--- config.mk ---
export PLATFORM = sky130hd
export DESIGN_NAME = prf_top
export DESIGN_NICKNAME = d
export VERILOG_FILES = /design/src/prf_pkg.sv /design/src/prf_priority_pick.sv /design/src/prf_bank_ram.sv /design/src/prf_read_arbiter.sv /design/src/prf_writeback_arbiter.sv /design/src/prf_top.sv
export SDC_FILE = /design/constraint.sdc
export NUM_CORES = 2
export LEC_CHECK = 0
export ABC_CLOCK_PERIOD_IN_PS = 4059
export BUFFER_PORTS_ARGS = -buffer_cell sky130_fd_sc_hd__buf_4
export CAP_MARGIN = 10
export CORE_MARGIN = 5
export CORE_UTILIZATION = 55
export CTS_BUF_LIST = sky130_fd_sc_hd__clkbuf_8
export DETAILED_ROUTE_END_ITERATION = 12
export HOLD_SLACK_MARGIN = 0.1
export PLACE_DENSITY = 0.82
export SYNTH_ARGS = -nofsm -noshare
export SYNTH_HDL_FRONTEND = slang
export SYNTH_SLANG_ARGS = --single-unit
--- constraint.sdc ---
create_clock -name CLK -period 4.06 [get_ports CLK]
set_input_delay 0 -clock CLK [delete_from_list [all_inputs] [get_ports CLK]]
set_output_delay 0 -clock CLK [all_outputs]
set_load 0.05 [all_outputs]
--- src/prf_pkg.sv ---
// sizes and types shared by the banked physical register file
// imported by wildcard into every register file module that needs them
`default_nettype none

package prf_pkg;

    // ------------------------------
    // register file geometry
    // ------------------------------
    localparam int PRF_DATA_WIDTH = 32;
    localparam int PR_COUNT = 64;
    localparam int LOG_PR_COUNT = $clog2(PR_COUNT);

    // bank select is the low bits of a register number
    localparam int PRF_BANK_COUNT = 4;
    localparam int LOG_PRF_BANK_COUNT = $clog2(PRF_BANK_COUNT);
    localparam int UPPER_PR_WIDTH = LOG_PR_COUNT - LOG_PRF_BANK_COUNT;
    localparam int BANK_DEPTH = PR_COUNT / PRF_BANK_COUNT;

    // ------------------------------
    // requesters
    // ------------------------------
    localparam int PRF_RR_COUNT = 4;
    localparam int PRF_WR_COUNT = 2;

    // ------------------------------
    // types
    // ------------------------------

    // full physical register number
    typedef logic [LOG_PR_COUNT-1:0] pr_t;

    // index inside one bank
    typedef logic [UPPER_PR_WIDTH-1:0] upper_pr_t;

    // register value
    typedef logic [PRF_DATA_WIDTH-1:0] prf_data_t;

endpackage

`default_nettype wire

--- src/prf_priority_pick.sv ---
// one-hot pick among requesters, highest index first
// requests inside the mask are preferred so the arbiter rotates fairly
// used per bank by both the read and the writeback arbiter
`timescale 1ns/1ps
`default_nettype none

module prf_priority_pick #(
    parameter int REQ_COUNT = 4
) (
    input  wire [REQ_COUNT-1:0] req,
    input  wire [REQ_COUNT-1:0] mask,
    output logic [REQ_COUNT-1:0] grant
);

    logic [REQ_COUNT-1:0] masked_req;
    logic [REQ_COUNT-1:0] pool;

    assign masked_req = req & mask;

    // fall back to all requests when none sit below the last winner
    assign pool = (|masked_req) ? masked_req : req;

    // walk upward so the highest set bit has the last word
    always_comb begin
        grant = '0;
        for (int i = 0; i < REQ_COUNT; i++) begin
            if (pool[i]) begin
                grant = '0;
                grant[i] = 1'b1;
            end
        end
    end

endmodule

`default_nettype wire

--- src/prf_bank_ram.sv ---
// storage for one register file bank
// two combinational read ports fed by registered indices, one clocked write port
`timescale 1ns/1ps
`default_nettype none

module prf_bank_ram import prf_pkg::*; (
    input  wire              CLK,

    // read ports
    input  wire upper_pr_t   rd_index0,
    output prf_data_t        rd_data0,
    input  wire upper_pr_t   rd_index1,
    output prf_data_t        rd_data1,

    // write port
    input  wire              wr_en,
    input  wire upper_pr_t   wr_index,
    input  wire prf_data_t   wr_data
);

    prf_data_t mem [BANK_DEPTH];

    assign rd_data0 = mem[rd_index0];
    assign rd_data1 = mem[rd_index1];

    always_ff @(posedge CLK) begin
        if (wr_en) begin
            mem[wr_index] <= wr_data;
        end
    end

endmodule

`default_nettype wire

--- src/prf_read_arbiter.sv ---
// read request arbitration for the banked register file
// grants up to two reads per bank per cycle and holds the losers for retry
// acks, port bits and bank read indices come out registered
`timescale 1ns/1ps
`default_nettype none

module prf_read_arbiter import prf_pkg::*; (
    input  wire                               CLK,
    input  wire                               nRST,

    // requests by read requester
    input  wire [PRF_RR_COUNT-1:0]            reg_read_req_valid,
    input  wire pr_t [PRF_RR_COUNT-1:0]       reg_read_req_pr,

    // ack and granted port by read requester
    output logic [PRF_RR_COUNT-1:0]           reg_read_ack,
    output logic [PRF_RR_COUNT-1:0]           reg_read_port,

    // bank read indices
    output upper_pr_t [PRF_BANK_COUNT-1:0]    rd_index0,
    output upper_pr_t [PRF_BANK_COUNT-1:0]    rd_index1
);

    // held requests
    logic [PRF_RR_COUNT-1:0]                      pend_valid;
    pr_t [PRF_RR_COUNT-1:0]                       pend_pr;

    // new and held requests merged
    logic [PRF_RR_COUNT-1:0]                      req_valid;
    pr_t [PRF_RR_COUNT-1:0]                       req_pr;

    logic [PRF_BANK_COUNT-1:0][PRF_RR_COUNT-1:0]  bank_req;
    logic [PRF_BANK_COUNT-1:0][PRF_RR_COUNT-1:0]  bank_req1;
    logic [PRF_BANK_COUNT-1:0][PRF_RR_COUNT-1:0]  p0_grant;
    logic [PRF_BANK_COUNT-1:0][PRF_RR_COUNT-1:0]  p1_grant;
    logic [PRF_BANK_COUNT-1:0][PRF_RR_COUNT-1:0]  last_mask;
    logic [PRF_BANK_COUNT-1:0][PRF_RR_COUNT-1:0]  next_mask;

    logic [PRF_RR_COUNT-1:0]                      next_ack;
    logic [PRF_RR_COUNT-1:0]                      next_port;
    upper_pr_t [PRF_BANK_COUNT-1:0]               next_index0;
    upper_pr_t [PRF_BANK_COUNT-1:0]               next_index1;

    // ------------------------------
    // merge and route to banks
    // ------------------------------
    always_comb begin
        req_valid = reg_read_req_valid | pend_valid;
        bank_req = '0;
        for (int rr = 0; rr < PRF_RR_COUNT; rr++) begin
            // a held request keeps its own register number
            req_pr[rr] = pend_valid[rr] ? pend_pr[rr] : reg_read_req_pr[rr];
            bank_req[req_pr[rr][LOG_PRF_BANK_COUNT-1:0]][rr] = req_valid[rr];
        end
    end

    // ------------------------------
    // per bank port 0 then port 1
    // ------------------------------
    for (genvar b = 0; b < PRF_BANK_COUNT; b++) begin : g_bank
        // port 1 sees what port 0 left over
        assign bank_req1[b] = bank_req[b] & ~p0_grant[b];

        prf_priority_pick #(
            .REQ_COUNT (PRF_RR_COUNT)
        ) u_pick_port0 (
            .req   (bank_req[b]),
            .mask  (last_mask[b]),
            .grant (p0_grant[b])
        );

        prf_priority_pick #(
            .REQ_COUNT (PRF_RR_COUNT)
        ) u_pick_port1 (
            .req   (bank_req1[b]),
            .mask  (last_mask[b]),
            .grant (p1_grant[b])
        );
    end

    always_comb begin
        next_ack = '0;
        next_port = '0;
        for (int b = 0; b < PRF_BANK_COUNT; b++) begin
            next_ack |= p0_grant[b] | p1_grant[b];
            next_port |= p1_grant[b];

            // one-hot mux of the in-bank index per port
            next_index0[b] = '0;
            next_index1[b] = '0;
            for (int rr = 0; rr < PRF_RR_COUNT; rr++) begin
                next_index0[b] |= req_pr[rr][LOG_PR_COUNT-1:LOG_PRF_BANK_COUNT]
                    & {UPPER_PR_WIDTH{p0_grant[b][rr]}};
                next_index1[b] |= req_pr[rr][LOG_PR_COUNT-1:LOG_PRF_BANK_COUNT]
                    & {UPPER_PR_WIDTH{p1_grant[b][rr]}};
            end

            // everything below the port 1 winner
            next_mask[b] = '0;
            for (int i = PRF_RR_COUNT - 2; i >= 0; i--) begin
                next_mask[b][i] = p1_grant[b][i+1] | next_mask[b][i+1];
            end
        end
    end

    // ------------------------------
    // registers
    // ------------------------------
    always_ff @(posedge CLK or negedge nRST) begin
        if (!nRST) begin
            pend_valid <= '0;
            last_mask <= '0;
            reg_read_ack <= '0;
            reg_read_port <= '0;
        end else begin
            pend_valid <= req_valid & ~next_ack;
            last_mask <= next_mask;
            reg_read_ack <= next_ack;
            reg_read_port <= next_port;
        end
    end

    always_ff @(posedge CLK) begin
        pend_pr <= req_pr;
        rd_index0 <= next_index0;
        rd_index1 <= next_index1;
    end

endmodule

`default_nettype wire

--- src/prf_writeback_arbiter.sv ---
// writeback arbitration for the banked register file
// one writeback per bank per cycle goes onto that bank's bus and into its storage
// a writer whose writeback lost is held and shows not-ready until granted
`timescale 1ns/1ps
`default_nettype none

module prf_writeback_arbiter import prf_pkg::*; (
    input  wire                               CLK,
    input  wire                               nRST,

    // writebacks by write requester
    input  wire [PRF_WR_COUNT-1:0]            wb_valid,
    input  wire prf_data_t [PRF_WR_COUNT-1:0] wb_data,
    input  wire pr_t [PRF_WR_COUNT-1:0]       wb_pr,
    output logic [PRF_WR_COUNT-1:0]           wb_ready,

    // writeback bus by bank, also the bank write port
    output logic [PRF_BANK_COUNT-1:0]         wb_bus_valid,
    output prf_data_t [PRF_BANK_COUNT-1:0]    wb_bus_data,
    output upper_pr_t [PRF_BANK_COUNT-1:0]    wb_bus_upper_pr
);

    // held writebacks
    logic [PRF_WR_COUNT-1:0]                      pend_valid;
    prf_data_t [PRF_WR_COUNT-1:0]                 pend_data;
    pr_t [PRF_WR_COUNT-1:0]                       pend_pr;

    // offered this cycle, held one first
    logic [PRF_WR_COUNT-1:0]                      req_valid;
    prf_data_t [PRF_WR_COUNT-1:0]                 req_data;
    pr_t [PRF_WR_COUNT-1:0]                       req_pr;

    logic [PRF_BANK_COUNT-1:0][PRF_WR_COUNT-1:0]  bank_req;
    logic [PRF_BANK_COUNT-1:0][PRF_WR_COUNT-1:0]  grant;
    logic [PRF_BANK_COUNT-1:0][PRF_WR_COUNT-1:0]  last_mask;
    logic [PRF_BANK_COUNT-1:0][PRF_WR_COUNT-1:0]  next_mask;
    logic [PRF_WR_COUNT-1:0]                      granted;

    logic [PRF_BANK_COUNT-1:0]                    next_bus_valid;
    prf_data_t [PRF_BANK_COUNT-1:0]               next_bus_data;
    upper_pr_t [PRF_BANK_COUNT-1:0]               next_bus_upper_pr;

    assign wb_ready = ~pend_valid;

    // ------------------------------
    // merge and route to banks
    // ------------------------------
    always_comb begin
        // new input is ignored while a writeback is held
        req_valid = pend_valid | wb_valid;
        bank_req = '0;
        for (int wr = 0; wr < PRF_WR_COUNT; wr++) begin
            req_data[wr] = pend_valid[wr] ? pend_data[wr] : wb_data[wr];
            req_pr[wr] = pend_valid[wr] ? pend_pr[wr] : wb_pr[wr];
            bank_req[req_pr[wr][LOG_PRF_BANK_COUNT-1:0]][wr] = req_valid[wr];
        end
    end

    for (genvar b = 0; b < PRF_BANK_COUNT; b++) begin : g_bank
        prf_priority_pick #(
            .REQ_COUNT (PRF_WR_COUNT)
        ) u_pick (
            .req   (bank_req[b]),
            .mask  (last_mask[b]),
            .grant (grant[b])
        );
    end

    // ------------------------------
    // bus select and next mask
    // ------------------------------
    always_comb begin
        granted = '0;
        for (int b = 0; b < PRF_BANK_COUNT; b++) begin
            granted |= grant[b];
            next_bus_valid[b] = |grant[b];
            next_bus_data[b] = '0;
            next_bus_upper_pr[b] = '0;
            for (int wr = 0; wr < PRF_WR_COUNT; wr++) begin
                next_bus_data[b] |= req_data[wr] & {PRF_DATA_WIDTH{grant[b][wr]}};
                next_bus_upper_pr[b] |= req_pr[wr][LOG_PR_COUNT-1:LOG_PRF_BANK_COUNT]
                    & {UPPER_PR_WIDTH{grant[b][wr]}};
            end

            next_mask[b] = '0;
            for (int i = PRF_WR_COUNT - 2; i >= 0; i--) begin
                next_mask[b][i] = grant[b][i+1] | next_mask[b][i+1];
            end
        end

        // register 0 is accepted but never written or broadcast
        if (next_bus_upper_pr[0] == '0) begin
            next_bus_valid[0] = 1'b0;
        end
    end

    // ------------------------------
    // registers
    // ------------------------------
    always_ff @(posedge CLK or negedge nRST) begin
        if (!nRST) begin
            pend_valid <= '0;
            last_mask <= '0;
            wb_bus_valid <= '0;
        end else begin
            pend_valid <= req_valid & ~granted;
            last_mask <= next_mask;
            wb_bus_valid <= next_bus_valid;
        end
    end

    always_ff @(posedge CLK) begin
        pend_data <= req_data;
        pend_pr <= req_pr;
        wb_bus_data <= next_bus_data;
        wb_bus_upper_pr <= next_bus_upper_pr;
    end

endmodule

`default_nettype wire

--- src/prf_top.sv ---
// top level of the banked physical register file
// joins the read and writeback arbiters to one storage block per bank
`timescale 1ns/1ps
`default_nettype none

module prf_top import prf_pkg::*; (
    input  wire                                    CLK,
    input  wire                                    nRST,

    // read requests and acks by read requester
    input  wire [PRF_RR_COUNT-1:0]                 reg_read_req_valid,
    input  wire pr_t [PRF_RR_COUNT-1:0]            reg_read_req_pr,
    output logic [PRF_RR_COUNT-1:0]                reg_read_ack,
    output logic [PRF_RR_COUNT-1:0]                reg_read_port,

    // read data by bank and port
    output prf_data_t [PRF_BANK_COUNT-1:0][1:0]    reg_read_data,

    // writebacks by write requester
    input  wire [PRF_WR_COUNT-1:0]                 wb_valid,
    input  wire prf_data_t [PRF_WR_COUNT-1:0]      wb_data,
    input  wire pr_t [PRF_WR_COUNT-1:0]            wb_pr,
    output logic [PRF_WR_COUNT-1:0]                wb_ready,

    // writeback bus by bank
    output logic [PRF_BANK_COUNT-1:0]              wb_bus_valid,
    output prf_data_t [PRF_BANK_COUNT-1:0]         wb_bus_data,
    output upper_pr_t [PRF_BANK_COUNT-1:0]         wb_bus_upper_pr
);

    upper_pr_t [PRF_BANK_COUNT-1:0] rd_index0;
    upper_pr_t [PRF_BANK_COUNT-1:0] rd_index1;

    prf_read_arbiter u_read_arbiter (
        .CLK                (CLK),
        .nRST               (nRST),
        .reg_read_req_valid (reg_read_req_valid),
        .reg_read_req_pr    (reg_read_req_pr),
        .reg_read_ack       (reg_read_ack),
        .reg_read_port      (reg_read_port),
        .rd_index0          (rd_index0),
        .rd_index1          (rd_index1)
    );

    prf_writeback_arbiter u_writeback_arbiter (
        .CLK             (CLK),
        .nRST            (nRST),
        .wb_valid        (wb_valid),
        .wb_data         (wb_data),
        .wb_pr           (wb_pr),
        .wb_ready        (wb_ready),
        .wb_bus_valid    (wb_bus_valid),
        .wb_bus_data     (wb_bus_data),
        .wb_bus_upper_pr (wb_bus_upper_pr)
    );

    // bus values double as the bank write port
    for (genvar b = 0; b < PRF_BANK_COUNT; b++) begin : g_bank
        prf_bank_ram u_bank_ram (
            .CLK       (CLK),
            .rd_index0 (rd_index0[b]),
            .rd_data0  (reg_read_data[b][0]),
            .rd_index1 (rd_index1[b]),
            .rd_data1  (reg_read_data[b][1]),
            .wr_en     (wb_bus_valid[b]),
            .wr_index  (wb_bus_upper_pr[b]),
            .wr_data   (wb_bus_data[b])
        );
    end

endmodule

`default_nettype wire

**Word level (Yosys, flattened, before mapping)**

Memory sizes are Yosys's and may differ from the RTL's. A register that Yosys moved wholly into a read port is not among the register bits.
Cells that the tools add are included.

- RAM bits: 2048
- Flip-flop bits (word level): 278
- Memory bits (read-only): 0
- Logic and storage cells: 283
- Bits in latches: 0
- Memories: 4
- Input bits: 108

Memory list:

| memory | depth | width | read ports | clocked after Yosys merged registers in | write ports | RTL line | text |
|---|---|---|---|---|---|---|---|
| g_bank[0].u_bank_ram.mem | 16 | 32 | 2 | 2 | 1 | prf_bank_ram.sv:21 | `prf_data_t mem [BANK_DEPTH];` |
| g_bank[1].u_bank_ram.mem | 16 | 32 | 2 | 2 | 1 | prf_bank_ram.sv:21 |  |
| g_bank[2].u_bank_ram.mem | 16 | 32 | 2 | 2 | 1 | prf_bank_ram.sv:21 |  |
| g_bank[3].u_bank_ram.mem | 16 | 32 | 2 | 2 | 1 | prf_bank_ram.sv:21 |  |

- Shift-type cells: 0
- Divide/modulo/power cells: 0
- Magnitude comparators: 12
- $add $sub $neg: 0
- Equal/unequal tests: 0
- Reduce and logical (&&, ||, !) cells: 23
- $mul: 0
- Bitwise operators: 130
- Mux-type cells: 85

Operators by type and width:

| kind | count |
|---|---|
| $and 32x32->32 | 8 |
| $and 4x4->4 | 45 |
| $or 4x4->4 | 39 |
| $mux 4 | 33 |
| $or 32x32->32 | 4 |
| $mux 32 | 2 |
| $bwmux 16 | 3 |
| $mux 6 | 6 |
| $and 4x3->4 | 8 |
| $demux 4 s2 | 4 |
| $reduce_or 4->1 | 8 |
| $mux 1 | 23 |
| $mux 2 | 10 |
| $not 4->4 | 5 |
| $lt 2x3->1 const B | 6 |
| $and 16x16->16 | 1 |
| $reduce_or 2->1 | 8 |
| $ge 2x1->1 const B | 6 |
| $and 2x1->2 | 4 |
| $and 8x8->8 | 1 |
| $bwmux 8 | 1 |
| $demux 2 s2 | 2 |
| $or 1x1->1 | 8 |
| $or 2x2->2 | 4 |
| other kinds (5) | 11 |

**Depth between registers and ports, before layout**

- Depth after elaboration: 31
- Mapped depth: 9
- Gate-level depth less buffers: 7

**Hierarchy**

Synthesis repeated with hierarchy kept, for this count alone.

- Cell total of the unflattened synthesis: 5269
- Area, all modules: 103001.3 um^2

By module, submodules not included:

| module | cells an instance | sequential area each (um^2) | area each (um^2) | instances |
|---|---|---|---|---|
| prf_bank_ram | 1077 | 15374.7 | 22907.0 | 4 |
| prf_writeback_arbiter | 519 | 4654.5 | 7091.8 | 1 |
| prf_read_arbiter | 298 | 1721.7 | 3200.6 | 1 |
| prf_priority_pick (u_read_arbiter.g_bank[0].u_pick_port0 ...) | 16 | 0.0 | 120.1 | 8 |
| prf_priority_pick (u_writeback_arbiter.g_bank[0].u_pick ...) | 4 | 0.0 | 30.0 | 4 |

**Least setup slack after synthesis**

OpenSTA, ideal clock, no wires.

- Path kind: reg2reg
- Start: register u_writeback_arbiter.wb_bus_upper_pr[3] (netlist name)
- End: memory g_bank[0].u_bank_ram.mem[0][0] (netlist name) (enable)
- Arrival time: 3.267 ns
- Data required time: 3.599 ns
- Slack: 0.332 ns
- Buffers on the path: 0
- Cell stages (with the launch flop): 3
- Library setup time: 0.461 ns
- Clock period less this slack: 3.728 ns
- Cells stage by stage: dfxtp_1 -> or3b_2 -> nor3_1

RTL lines:

| item | RTL line | text |
|---|---|---|
| from (decl) | prf_writeback_arbiter.sv:20 | `output upper_pr_t [PRF_BANK_COUNT-1:0] wb_bus_upper_pr` |
| from (signal assigned) | prf_writeback_arbiter.sv:116 | `wb_bus_upper_pr <= next_bus_upper_pr;` |
| to (decl) | prf_bank_ram.sv:21 |  |

No word-level cell before the write port.

**Worst setup path after layout**

- Start: register u_read_arbiter.pend_valid[0]
- End: register u_read_arbiter.pend_valid[3]

- Cells in the longest elaborated chain, start to end: 29
- Elaborated cells on any way between the ends: 76
- Those cells by class: order compare (2); mux (38); bitwise (27); reduce/logical (9)

Ends and longest elaborated chain:

| item | RTL line | text |
|---|---|---|
| from (decl) | prf_read_arbiter.sv:25 | `logic [PRF_RR_COUNT-1:0] pend_valid;` |
| from (signal assigned) | prf_read_arbiter.sv:116 | `pend_valid <= req_valid & ~next_ack;` |
| $mux 6 | prf_read_arbiter.sv:52 | `req_pr[rr] = pend_valid[rr] ? pend_pr[rr] : reg_read_req_pr[rr];` |
| $lt 2x3->1 (not written as such) / $ge 2x1->1 (equally long branches) | prf_read_arbiter.sv:53 | `bank_req[req_pr[rr][LOG_PRF_BANK_COUNT-1:0]][rr] = req_valid[rr];` |
| $logic_and 1x1->1 (not written as such) | prf_read_arbiter.sv:53 |  |
| $mux 1 (not written as such) | prf_read_arbiter.sv:53 |  |
| $demux 4 s2 | n/a |  |
| $and 16x16->16 (no line) (*) | n/a |  |
| $bwmux 16 (*) (3 in series) | prf_read_arbiter.sv:53 |  |
| $and 4x3->4 | prf_priority_pick.sv:18 | `assign masked_req = req & mask;` |
| [... 10 more ...] | n/a |  |
| $mux 4 (*) | prf_priority_pick.sv:21 | `assign pool = (\|masked_req) ? masked_req : req;` |
| $mux 4 | prf_priority_pick.sv:27 | `if (pool[i]) begin` |
| $mux 4 (*) | prf_priority_pick.sv:27 |  |
| via u_read_arbiter.g_bank[0].u_pick_port1.grant[3] | prf_priority_pick.sv:12 | `output logic [REQ_COUNT-1:0] grant` |
| $or 4x4->4 (*) (4 in series) | prf_read_arbiter.sv:85 | `next_ack \|= p0_grant[b] \| p1_grant[b];` |
| via u_read_arbiter.next_ack[3] | prf_read_arbiter.sv:39 | `logic [PRF_RR_COUNT-1:0] next_ack;` |
| $not 4->4 (*) | prf_read_arbiter.sv:116 |  |
| $and 4x4->4 (*) | prf_read_arbiter.sv:116 |  |

Mark *: on every way through the listed nets, which the timed path passes. The rest lies on a longest branch.

==> impl_results.md <==
* Status: finished, final reports clean
* Post-synth EDFFs at ~2,000
* Vias in the first global route at ~62,000
* Pin count of the biggest net entering global routing at between 80 and 90
* CTS tree: done
* Post-DRT Antenna Nets at 0
* Tot GR Track Use at 0.3150
* Worst slack, placed at about 0.83 ns
* Largest fanout on the critical path at 15
* IO Pins at 522
* Synth Net Count at just under 5,000
* CP arrival at 4.75 ns
* Synth unique cells at a little over 80
* DPL Wire Length at between 150 and 200 mm
* Antenna violations before repair at 25
* Worst Hold Class: in -> reg
* RSZ-0062 raised after global routing: false
* Clock H-tree levels at 5
* Worst vdd ir at 0.9092 mV
* Final period utilization at 0.9234
* Drt wl/cell at 36.20 µm
* Tightest Pin Transition at 1.214 ns
* Maximum clock insertion buffer count at 4
* DR pass1 iterations at 6
* Clock insertion delay at the later pin of the skew report at around 1.1 ns
* Core area at between 0.15 and 0.2 mm²
* Vias at approximately 60,000
* Sink Count at about 2,400
* Final Hold Viols at 0
* Utilization after layout at 0.6445
* Die area at a little under 0.2 mm²
* Die Y at between 400 and 500 µm
* Share of cells above drive strength 1 at 0.4352
* Initial Util at 0.5520
* Nets@finish at 5,923
* # fillers at between 10,000 and 15,000
* Leak pwr at approximately 39 nW
* Slew HR at 0.1675
* Crit start category: flop
* Cells after synthesis at ~4,900
* CTS Buf Count at roughly 400
* Number of port buffers at around 520
* Pwr dens at between 800 and 900 mW/mm²
* FP Rows at roughly 160
* Setup tns final at 0 ns
* Ys Warns at 0
* Placer congestion estimate at 0.9406
* Clock transition at path regs at approximately 0.060 ns
* Most used DFF post-synth: edfxtp_1
* Die width at 443.9 µm
* Syn_area_per_cell at approximately 21 µm²
* Final wirelength at 312.2 mm
* DR iter-0 viols at roughly 7,300
* Final setup margin at 0.3112 ns
* Fmax at approximately 0.27 GHz
* Seq cells post-synth at around 2,400
* Max-cap viol count at 0
* Post-synth ARST share at 0.01442
* Setup-failing EPs final at 0
* Cell Area, Synth at ~0.10 mm²
* Max-slew violation count at 0
* Crit. End Element: flop
* Vias per Instance at roughly 7.0
* DRC Markers at 0
* First-pass GRT wire length at 443.4 mm
* Clock Skew at 0.05663 ns
* WS Path Type: reg -> reg
* Sequential share of the synthesized area at 0.6554
* Worst EP required at a little over 5 ns
* Crit path time final at between 3 and 4 ns
* Total gr overflow at 0
* Clk root buf: clkbuf_8
* Syn-to-layout area delta at 16.76%
==> state kept, by name, indices dropped and copies added (netlist names), 12 cells and up, named ones only <==
signal                               cells
u_writeback_arbiter.wb_bus_data        128
u_read_arbiter.pend_pr                  24
u_read_arbiter.last_mask                12
u_writeback_arbiter.pend_data           64
u_writeback_arbiter.pend_pr             12
g_bank.u_bank_ram.mem                 2048
u_writeback_arbiter.wb_bus_upper_pr     16
==> layer usage <==
metal  GRT usage  vias up  routed length [µm]
met5           0        -                  33
met4      0.1991        2               23740
met3     0.06139     1108               32360
met2      0.5007     4453              151600
met1      0.4048    31211              104400
li1            -    23226                   -
==> worst paths after layout <==
check | to | slack [ns] | start | cells past startpoint
setup reg to reg | u_read_arbiter.pend_valid[3]$_DFF_PN0_ | 0.31 | u_read_arbiter.pend_valid[0]$_DFF_PN0_ | 8
min in group asynchronous | u_read_arbiter.pend_valid[0]$_DFF_PN0_ | 0.72 | nRST | 5
max in group asynchronous | u_writeback_arbiter.pend_valid[1]$_DFF_PN0_ | 3.10 | nRST | 5
setup / recovery | u_read_arbiter.pend_valid[3]$_DFF_PN0_ | 0.31 | u_read_arbiter.pend_valid[0]$_DFF_PN0_ | 8
hold / removal | u_read_arbiter.last_mask[6]$_DFF_PN0_ | 0.18 | reg_read_req_pr[19] | 5
hold reg to reg | u_writeback_arbiter.pend_pr[1]$_DFF_P_ | 0.48 | u_writeback_arbiter.pend_pr[1]$_DFF_P_ | 1
==> cell families (layout without fill, tap and decap cells) <==
kind of cell / Yosys count / after routing / share of synthesized area
multiplexers: 1380 / 1380 / 0.2886
XOR/XNOR: 13 / 13 / 0.001353
AND/OR/NAND/NOR: 386 / 386 / 0.01986
buffers and inverters: 419 / 1659 / 0.01583
AO/OA/AOI/OAI: 302 / 302 / 0.01891
flip-flops: 2358 / 2358 / 0.6554
other: 0 / 32 / 0
==> layout make-up <==
type | instances | area, µm² | share of cell area
Clock buffer | 421 | 5794 | 0.04792
Inverter | 62 | 232.7 | 0.001925
Antenna cell | 32 | 80.08 | 0.0006622
Tap cell | 2495 | 3122 | 0.02582
Clock inverter | 253 | 1212 | 0.01003
Sequential cell | 2358 | 67960 | 0.5621
Multi-Input combinational cell | 2081 | 34520 | 0.2854
Timing Repair Buffer | 923 | 7998 | 0.06614
==> synthesized netlist by cell type, drive strengths merged, types with 10 or more instances <==
cell type     n  share of area
inv          62         0.0022
o22ai        15        0.00091
a221o        10        0.00097
mux4       1280           0.28
edfxtp     2048           0.59
mux2i        50         0.0048
nor3         21         0.0010
nor2         93         0.0034
o21ai       174         0.0088
nand2b       12        0.00072
a22oi        16         0.0012
dfrtp        34         0.0082
nand3       158         0.0076
dfxtp       276          0.053
clkbuf      225         0.0082
nand2        36         0.0013
a21oi        12        0.00065
o221ai       16         0.0014
mux2         50         0.0054
buf         132         0.0054
xnor2        10         0.0011
==> power by group <==
| group | switching [W] | internal [W] | total (W) |
|---|---|---|---|
| clock | 0.00937 | 0.00992 | 0.0193 |
| sequential | 0.00640 | 0.0324 | 0.0387 |
| combinational | 0.0258 | 0.0168 | 0.0426 |
==> critical path: stages, from the launching register on <==
cell	delay (ns)
dfrtp_1	0.57
nor3b_1	0.26
o21ai_1	0.67
xnor2_2	0.21
a211oi_2	0.17
or4_4	0.58
or4b_4	0.54
nor2_2	0.11
dlygate4sd3_1	0.54
==> layout by cell type, fill, tap and decap left out, types with 8 or more instances in the layout <==
master,instances
buf_12,40
nor2_1,40
nand2_1,36
a21oi_1,10
nand3b_1,8
xnor2_1,8
nor2_4,50
mux2i_1,50
dfxtp_1,244
o221ai_1,16
clkinv_2,34
a31oi_1,9
inv_1,195
o21ai_0,162
clkbuf_8,421
o22ai_1,15
a221o_1,10
dfxtp_4,18
mux2_2,50
clkinv_1,70
a22oi_1,16
mux4_2,1280
dfrtp_1,32
buf_4,656
dlygate4sd3_1,227
diode_2,32
edfxtp_1,2048
dfxtp_2,14
nand3_1,158
nor3_2,16
nand2b_1,12
==> metrics by stage <==
stage	area (µm²)	hold slack (ns)	power, W	instances
after CTS	120800	0.1121	0.1007	8593
after global routing	120900	0.2110	0.1038	8614
after floorplan	103600	-0.2956	0.06516	4858
after detailed placement	111500	0.01764	0.08129	7691
after global placement	111500	0.01624	0.08053	7691
final	120900	0.1768	0.1006	8625
==> what timing repair did <==
item | 4_1_cts | 5_1_grt
setup buffers | 0 | 0
hold buffers | 228 | 0
gates resized for setup | 0 | 1
hold endpoints to repair | 344 | 0
setup endpoints to repair | 0 | 1
Note: power is estimated with default switching activity, not from simulation.
